--- config.mk ---
export PLATFORM = sky130hd
export DESIGN_NAME = ingress_buffer
export DESIGN_NICKNAME = d
export VERILOG_FILES = /design/src/rtl/chdr_pkg.sv /design/src/rtl/xbar_pkg.sv /design/src/rtl/ingress_buffer.sv
export SDC_FILE = /design/constraint.sdc
export NUM_CORES = 2
export LEC_CHECK = 0
export BUFFER_PORTS_ARGS = -buffer_cell sky130_fd_sc_hd__buf_2
export CAP_MARGIN = 5
export CORE_ASPECT_RATIO = 0.5
export CORE_MARGIN = 1.5
export CORE_UTILIZATION = 62
export DETAILED_ROUTE_END_ITERATION = 12
export PLACE_DENSITY = 0.87
export SKIP_CTS_REPAIR_TIMING = 1
export SYNTH_ARGS = -nofsm -noshare
export SYNTH_HDL_FRONTEND = slang
export SYNTH_SLANG_ARGS = --single-unit
--- constraint.sdc ---
create_clock -name clk -period 5.7 [get_ports clk]
set_input_delay 1.14 -clock clk [delete_from_list [all_inputs] [get_ports clk]]
set_output_delay 1.14 -clock clk [all_outputs]
set_load 0.01 [all_outputs]
--- src/rtl/chdr_pkg.sv ---
// --------------------------------------------------
// CHDR packet format: endpoint ID type, its place in
// the head word and the management word layout
// --------------------------------------------------
`default_nettype none

package chdr_pkg;

  // Destination endpoint ID carried by every packet
  typedef logic [15:0] epid_t;

  // --------------------------------------------------
  // Head word layout
  // --------------------------------------------------

  // The EPID sits in the low 16 bits of the head word
  localparam int EPID_LSB = 0;

  // --------------------------------------------------
  // Management word layout
  // --------------------------------------------------

  // One management word inserts one table entry
  localparam int MGMT_W = 32;

  // Bits 15:0 hold the EPID and the port field starts here.
  // The port field is as wide as the port index of the crossbar
  localparam int MGMT_PORT_LSB = 16;

endpackage : chdr_pkg

`default_nettype wire

--- src/rtl/xbar_pkg.sv ---
// --------------------------------------------------
// Crossbar internal state encodings
// --------------------------------------------------
`default_nettype none

package xbar_pkg;

  // Ingress buffer FSM.
  // ST_HEAD waits for a head word, ST_LOOKUP waits for the routing result,
  // ST_BODY streams the packet toward the chosen egress
  typedef enum logic [1:0] {
    ST_HEAD,
    ST_LOOKUP,
    ST_BODY
  } ingress_state_t;

  // Egress arbiter FSM.
  // ST_IDLE picks a source, ST_PACKET holds it until last
  typedef enum logic {
    ST_IDLE,
    ST_PACKET
  } egress_state_t;

endpackage : xbar_pkg

`default_nettype wire

--- src/rtl/ingress_buffer.sv ---
// --------------------------------------------------
// Per-port packet FIFO with head lookup and steering
// toward one egress
// --------------------------------------------------
`default_nettype none
`timescale 1ns/100ps

module ingress_buffer #(
  parameter int CHDR_W       = 64,
  parameter int NUM_PORTS    = 4,
  parameter int DEFAULT_PORT = 0,
  parameter int MTU          = 5
) (
  input  logic                  clk,
  input  logic                  reset,
  // Packet input
  input  logic [CHDR_W-1:0]     i_data,
  input  logic                  i_last,
  input  logic                  i_valid,
  output logic                  o_ready,
  // Routing table find request
  output chdr_pkg::epid_t       o_find_epid,
  output logic                  o_find_valid,
  // Routing table result
  input  logic [((NUM_PORTS > 1) ? $clog2(NUM_PORTS) : 1)-1:0] i_result_port,
  input  logic                  i_result_hit,
  input  logic                  i_result_valid,
  // Packet output, valid is one-hot across the egresses
  output logic [CHDR_W-1:0]     o_data,
  output logic                  o_last,
  output logic [NUM_PORTS-1:0]  o_valid,
  input  logic [NUM_PORTS-1:0]  i_ready
);

  localparam int PORT_W = (NUM_PORTS > 1) ? $clog2(NUM_PORTS) : 1;
  localparam int DEPTH  = 2**MTU;

  // FIFO storage holds last alongside each word
  logic [CHDR_W:0]         mem [DEPTH];
  logic [MTU-1:0]          wr_ptr;
  logic [MTU-1:0]          rd_ptr;
  logic [MTU:0]            count;
  logic [MTU:0]            count_next;
  logic                    in_ready;
  logic                    push;
  logic                    pop;
  logic                    empty;
  logic [CHDR_W-1:0]       head_data;
  logic                    head_last;

  xbar_pkg::ingress_state_t state;
  logic [PORT_W-1:0]       dest;

  // --------------------------------------------------
  // Packet FIFO
  // --------------------------------------------------

  assign o_ready    = in_ready;
  assign push       = i_valid && in_ready;
  assign empty      = (count == '0);
  assign count_next = count + (MTU+1)'(push) - (MTU+1)'(pop);

  always_ff @(posedge clk) begin
    if (push) begin
      mem[wr_ptr] <= {i_last, i_data};
    end
  end

  assign {head_last, head_data} = mem[rd_ptr];

  // Ready is registered from the occupancy that follows this cycle
  always_ff @(posedge clk) begin
    if (reset) begin
      wr_ptr   <= '0;
      rd_ptr   <= '0;
      count    <= '0;
      in_ready <= 1'b0;
    end else begin
      wr_ptr   <= wr_ptr + MTU'(push);
      rd_ptr   <= rd_ptr + MTU'(pop);
      count    <= count_next;
      in_ready <= (count_next < (MTU+1)'(DEPTH));
    end
  end

  // --------------------------------------------------
  // Lookup and steering FSM
  // --------------------------------------------------

  // The find stays up from the head cycle until the result comes back
  assign o_find_epid  = head_data[chdr_pkg::EPID_LSB +: $bits(chdr_pkg::epid_t)];
  assign o_find_valid = (state == xbar_pkg::ST_HEAD && !empty) ||
                        (state == xbar_pkg::ST_LOOKUP);

  // Only the latched egress sees valid, and only its ready can pop
  assign o_data  = head_data;
  assign o_last  = head_last;
  assign o_valid = (state == xbar_pkg::ST_BODY && !empty) ? (NUM_PORTS'(1) << dest) : '0;
  assign pop     = (state == xbar_pkg::ST_BODY) && !empty && i_ready[dest];

  always_ff @(posedge clk) begin
    if (reset) begin
      state <= xbar_pkg::ST_HEAD;
      dest  <= '0;
    end else begin
      case (state)
        xbar_pkg::ST_HEAD: begin
          if (!empty) begin
            state <= xbar_pkg::ST_LOOKUP;
          end
        end
        xbar_pkg::ST_LOOKUP: begin
          // A miss falls back to the default port
          if (i_result_valid) begin
            dest  <= i_result_hit ? i_result_port : PORT_W'(DEFAULT_PORT);
            state <= xbar_pkg::ST_BODY;
          end
        end
        xbar_pkg::ST_BODY: begin
          if (pop && head_last) begin
            state <= xbar_pkg::ST_HEAD;
          end
        end
        default: state <= xbar_pkg::ST_HEAD;
      endcase
    end
  end

endmodule : ingress_buffer

`default_nettype wire

Yosys cells after proc, flatten, opt, wreduce, memory -nomap -nowiden

Memory sizes are Yosys's and may differ from the RTL's. A register that Yosys moved wholly into a read port is not among the register bits.
Cells that the tools add are included.
W data, S select, Z words.

Memories: 1
Logic and storage cells: 41
Input port bits: 76
Register bits: 21
Bits in writable memories: 2080
Output and inout bits: 87

Eq/ne operators: 5
Muxes and demuxes: 11
Reduce and logical (&&, ||, !) cells: 11
Shift operators: 1
Order comparisons: 2
$add $sub $neg: 4

Memories:

| memory | words | width | read ports | clocked after memory_dff | write ports | RTL line             | RTL |
|---|---|---|---|---|---|---|---|
| mem    | 32    | 65    | 1          | 1                        | 1           | ingress_buffer.sv:39 | `logic [CHDR_W:0] mem [DEPTH];` |

Operator list:

| cell                  | number |
|---|---|
| $add A5 B1 Y5         | 2 |
| $mux W2               | 4 |
| $add A6 B1 Y6         | 1 |
| $logic_not A6 Y1      | 1 |
| $lt A6 B6 Y1 const B  | 1 |
| $pmux W2 S3           | 1 |
| $sub A6 B1 Y6         | 1 |
| $logic_and A1 B1 Y1   | 5 |
| $mux W5               | 1 |
| $mux W4               | 1 |
| $ne A2 B2 Y1 const B  | 2 |
| $shl A1 B2 Y4 const A | 1 |
| $lt A2 B3 Y1 const B  | 1 |
| $mux W1               | 3 |
| $reduce_and A3 Y1     | 1 |
| $bmux W1 S2           | 1 |
| $eq A2 B1 Y1 const B  | 1 |
| $eq A2 B2 Y1 const B  | 1 |
| $logic_not A2 Y1      | 1 |
| $ne A2 B1 Y1 const B  | 1 |
| $reduce_and A2 Y1     | 1 |
| $logic_not A1 Y1      | 1 |
| $logic_or A1 B1 Y1    | 1 |

Depth between registers and ports, before layout

Word-level depth: 7
Mapped depth: 14
Depth with buffers taken out: 14

Least setup slack after synthesis

Ideal clock, no wire load.

Path kind: input to register
Start point: input port i_valid
End point: memory mem[28][0] in the netlist's numbering, enable pin
Setup slack: 768 ps
Stages: 4
Required time: 5211 ps
Arrival time: 4443 ps
Path buffers: 1
Setup time: 489 ps
Cell sequence: nand2_1 or3_1 clkbuf_1 nor2_1

Longest elaborated chain between the ends: 3

Ends and longest elaborated chain:

| item                          | RTL line             | RTL |
|---|---|---|
| start: declaration            | ingress_buffer.sv:19 | `input logic i_valid,` |
| $logic_and A1 B1 Y1           | ingress_buffer.sv:59 | `assign push = i_valid && in_ready;` |
| $mux W1                       | ingress_buffer.sv:64 | `if (push) begin` |
| $mux W1 (not written as such) | ingress_buffer.sv:65 | `mem[wr_ptr] <= {i_last, i_data};` |
| end: declaration              | ingress_buffer.sv:39 |  |

Every way passes these cells.

==> flow_summary.yaml <==
run_status:
  status: "complete, no violations"
floorplan:
  coreArea_um2: 127000
  num_rows: 92
  start_util_pct: 63.0
  dieHeight_um: 257
  io_pins: 163
  die_x_um: 511
  die-area_um2: 131000
clocking:
  root_buffer: "clkbuf_16"
  h-tree-depth: 4
  cts.sinks: 2101
  clk_latency_ns: 0.85
  cts_tree: "built"
  clkTransAtPathRegs_ns: 0.08
  cts_made_buffers: 171
  clock_path_buffers: 3
grt:
  grt_max_degree: 93
  grt_pass1_wl_um: 337000
  first_global_vias: 41900
  grt_overflow_total: 0
  grt_use_total_pct: 37.7
  antenna_found_initial: 17
timing:
  worst_slack_ns: 0.317
  min_period_ns: 5.38
  hold_viol: 0
  period_share_pct: 94.4
  setup_violations: 0
  relSlewSlack_pct: 13.2
  drv_slew: 0
  finalClockSkew_ns: 0.0518
  clock.fmax_mhz: 186
  worst_slew_pin_slew_ns: 1.30
  rsz0062_at_grt: "false"
  final.setup.tns_ns: 0
synthesis:
  avgSynthCellArea_um2: 25.5
  synth-compound-area-share_pct: 0.0735
  synth.distinct_cells: 36
  postSynthCellCount: 3141
  syn_area_um2: 80000
  yosysTopAreaCell: "edfxtp_1"
  synth_area_leaders: "edfxtp_1 (78%), mux4_2 (18%), mux2_2 (0.90%)"
  synth_top_area_share_pct: 78.1
  synth_xor_area_share_pct: 0.0985
  synthSimpleGateAreaFrac_pct: 0.605
  synth_fa_ha_area_share_pct: 0.213
  synth-seq-cells: 2101
  muxShareOfSynthArea_pct: 19.2
  syn_nets: 3230
  yosys_warnings: 0
  ys_seq_area_share_pct: 78.6
  synth_top_family_by_area: "multiplexers"
power:
  power.density_nw_per_um2: 352
  ir_drop_mv: 0.402
  p_leak_nw: 26.6
place:
  gp_congestion: 0.775
  io_buffer_count: 162
  placed_area_um2: 83400
  hpwl_um: 111000
  dp_slack_ns: 1.51
setup_path:
  crit_chain: "buf_4 > mux2i_1 > mux4_2 > nand3b_1 > and4_1 > buf_2"
  cp-start-kind: "register"
  cp_slowest_stage_delay_ns: 0.82
  endpoint_kind: "primary output"
  arrival_ns: 4.24
  crit_slowest_cell: "dfxtp_4"
  critPathRequiredTime_ns: 4.56
  cp_max_fo: 48
  critPathKind: "reg2out"
drt:
  dr.pass1.iters: 8
  wl_per_cell_um: 46.3
  ant_nets: 0
  post_drt_via_cell_ratio: 7.86
  dr_total_vias: 41200
  post-route-drc-count: 0
  drtIter0Drc: 8961
  wl_um: 243000
finish:
  drive_gt1_share_pct: 35.2
  num-nets-final: 3493
  area_growth_pct: 11.0
  fin_area_um2: 88800
  fillerInstances: 6251
flow_run:
  cap_violations: 0
worst_hold_path:
  hold_path.class: "in2reg"
path summary, 6_finish.rpt:
| path | start | to | slack, ns | cells after the start |
|---|---|---|---|---|
| max | rd_ptr[1]$_SDFF_PP0_ | o_last | 0.32 | 6 |
| min | i_result_port[0] | dest[0]$_SDFFE_PP0P_ | 0.62 | 3 |
| max reg2reg | count[2]$_SDFF_PP0_ | count[4]$_SDFF_PP0_ | 1.92 | 14 |
| min reg2reg | state[1]$_SDFFE_PP0P_ | state[0]$_SDFFE_PP0P_ | 0.63 | 1 |
per-layer routing:
layer	share of wire, %	track usage, %	up-vias	wire length, um
li1	-	-	14200	-
met1	30	47.9	20900	71800
met2	47	58.2	4977	115000
met3	16	11.3	1154	38200
met4	7.2	22.9	16	17600
met5	0.058	0	-	140
kinds of logic (layout without fill, tap and decap cells):
logic type	Yosys count	after routing
AOI/OAI and AO/OA	9	9
xor gates and xnor gates	9	9
adders and majority gates	13	13
buffers and inverters	187	589
DFF	2101	2101
muxes	724	724
other	0	9
and+or+nand+nor	98	98
state kept, by name, indices dropped and copies added, names as in the netlist:
signal,cells
count,6
dest,2
mem,2080
o_ready,1
rd_ptr,5
state,2
wr_ptr,5
Yosys cell counts:
| cell type | number |
|---|---|
| nor2_1 | 49 |
| nand4b_1 | 1 |
| nand2b_1 | 3 |
| a21oi_1 | 5 |
| fa_1 | 1 |
| mux2_2 | 64 |
| xor2_1 | 5 |
| or3b_2 | 2 |
| a41o_1 | 1 |
| dfxtp_1 | 21 |
| ha_1 | 12 |
| and4_1 | 1 |
| or3_1 | 2 |
| mux2i_1 | 15 |
| edfxtp_1 | 2080 |
| buf_4 | 37 |
| buf_2 | 55 |
| nor3_1 | 1 |
| nand3_1 | 10 |
| or2_2 | 2 |
| xnor2_1 | 4 |
| and3_1 | 1 |
| buf_1 | 17 |
| buf_6 | 3 |
| nand3b_1 | 7 |
| nand2_1 | 7 |
| mux4_2 | 645 |
| a21o_1 | 1 |
| nand4_1 | 1 |
| inv_1 | 10 |
| a221oi_1 | 1 |
| nor3b_1 | 3 |
| nor2b_1 | 7 |
| o21bai_1 | 1 |
| clkbuf_1 | 65 |
| nor4b_1 | 1 |
per-stage QoR:
step	utilization (%)	total power [mW]	hold WS, ns	cells
4_1_cts	69.9	31.1	0.579	5235
3_3_place_gp	65.7	19.1	0.480	4923
2_1_floorplan	-	18.6	0.462	3141
3_5_place_dp	65.7	19.3	0.519	4923
5_1_grt	69.9	31.8	0.620	5241
6_report	69.9	31.2	0.616	5244
where the power goes:
group          internal (mW)  switching (mW)
Sequential              17.1          0.0859
Clock                   6.23            5.84
Combinational          0.823            1.16
cell type report:
type                       instances  area [um^2]  share of cell area, %
sequential                      2101        62900                   70.8
clock buffer                     223         4640                   5.23
timing repair buffer             267         1950                   2.19
inverter                          10         37.5                 0.0423
antenna                            9         22.5                 0.0254
clock inverter                    89          707                  0.796
multi-input combinational        853        16400                   18.5
tap                             1692         2120                   2.38
worst max-delay path, delay by kind of cell (launching register included):
family | cells | cell delay, ns
buffers and inverters | 2 | 0.95
DFF | 1 | 0.82
muxes | 2 | 1.06
and+or+nand+nor | 2 | 0.52
cells in the final DEF, fill, tap and decap left out, drive strengths merged, types with 2 or more instances in the layout:
cell and count:
edfxtp 2080, mux4 645, buf 267, clkbuf 223, clkinv 72, mux2 64
nor2 49, dfxtp 21, mux2i 15, inv 15, ha 12, nand3 10
bufinv 10, diode 9, nand2 7, nor2b 7, nand3b 7, a21oi 5
xor2 5, xnor2 4, nand2b 3, nor3b 3, or3 2, or3b 2
or2 2, clkinvlp 2
Power figures use the tool's default switching activity.
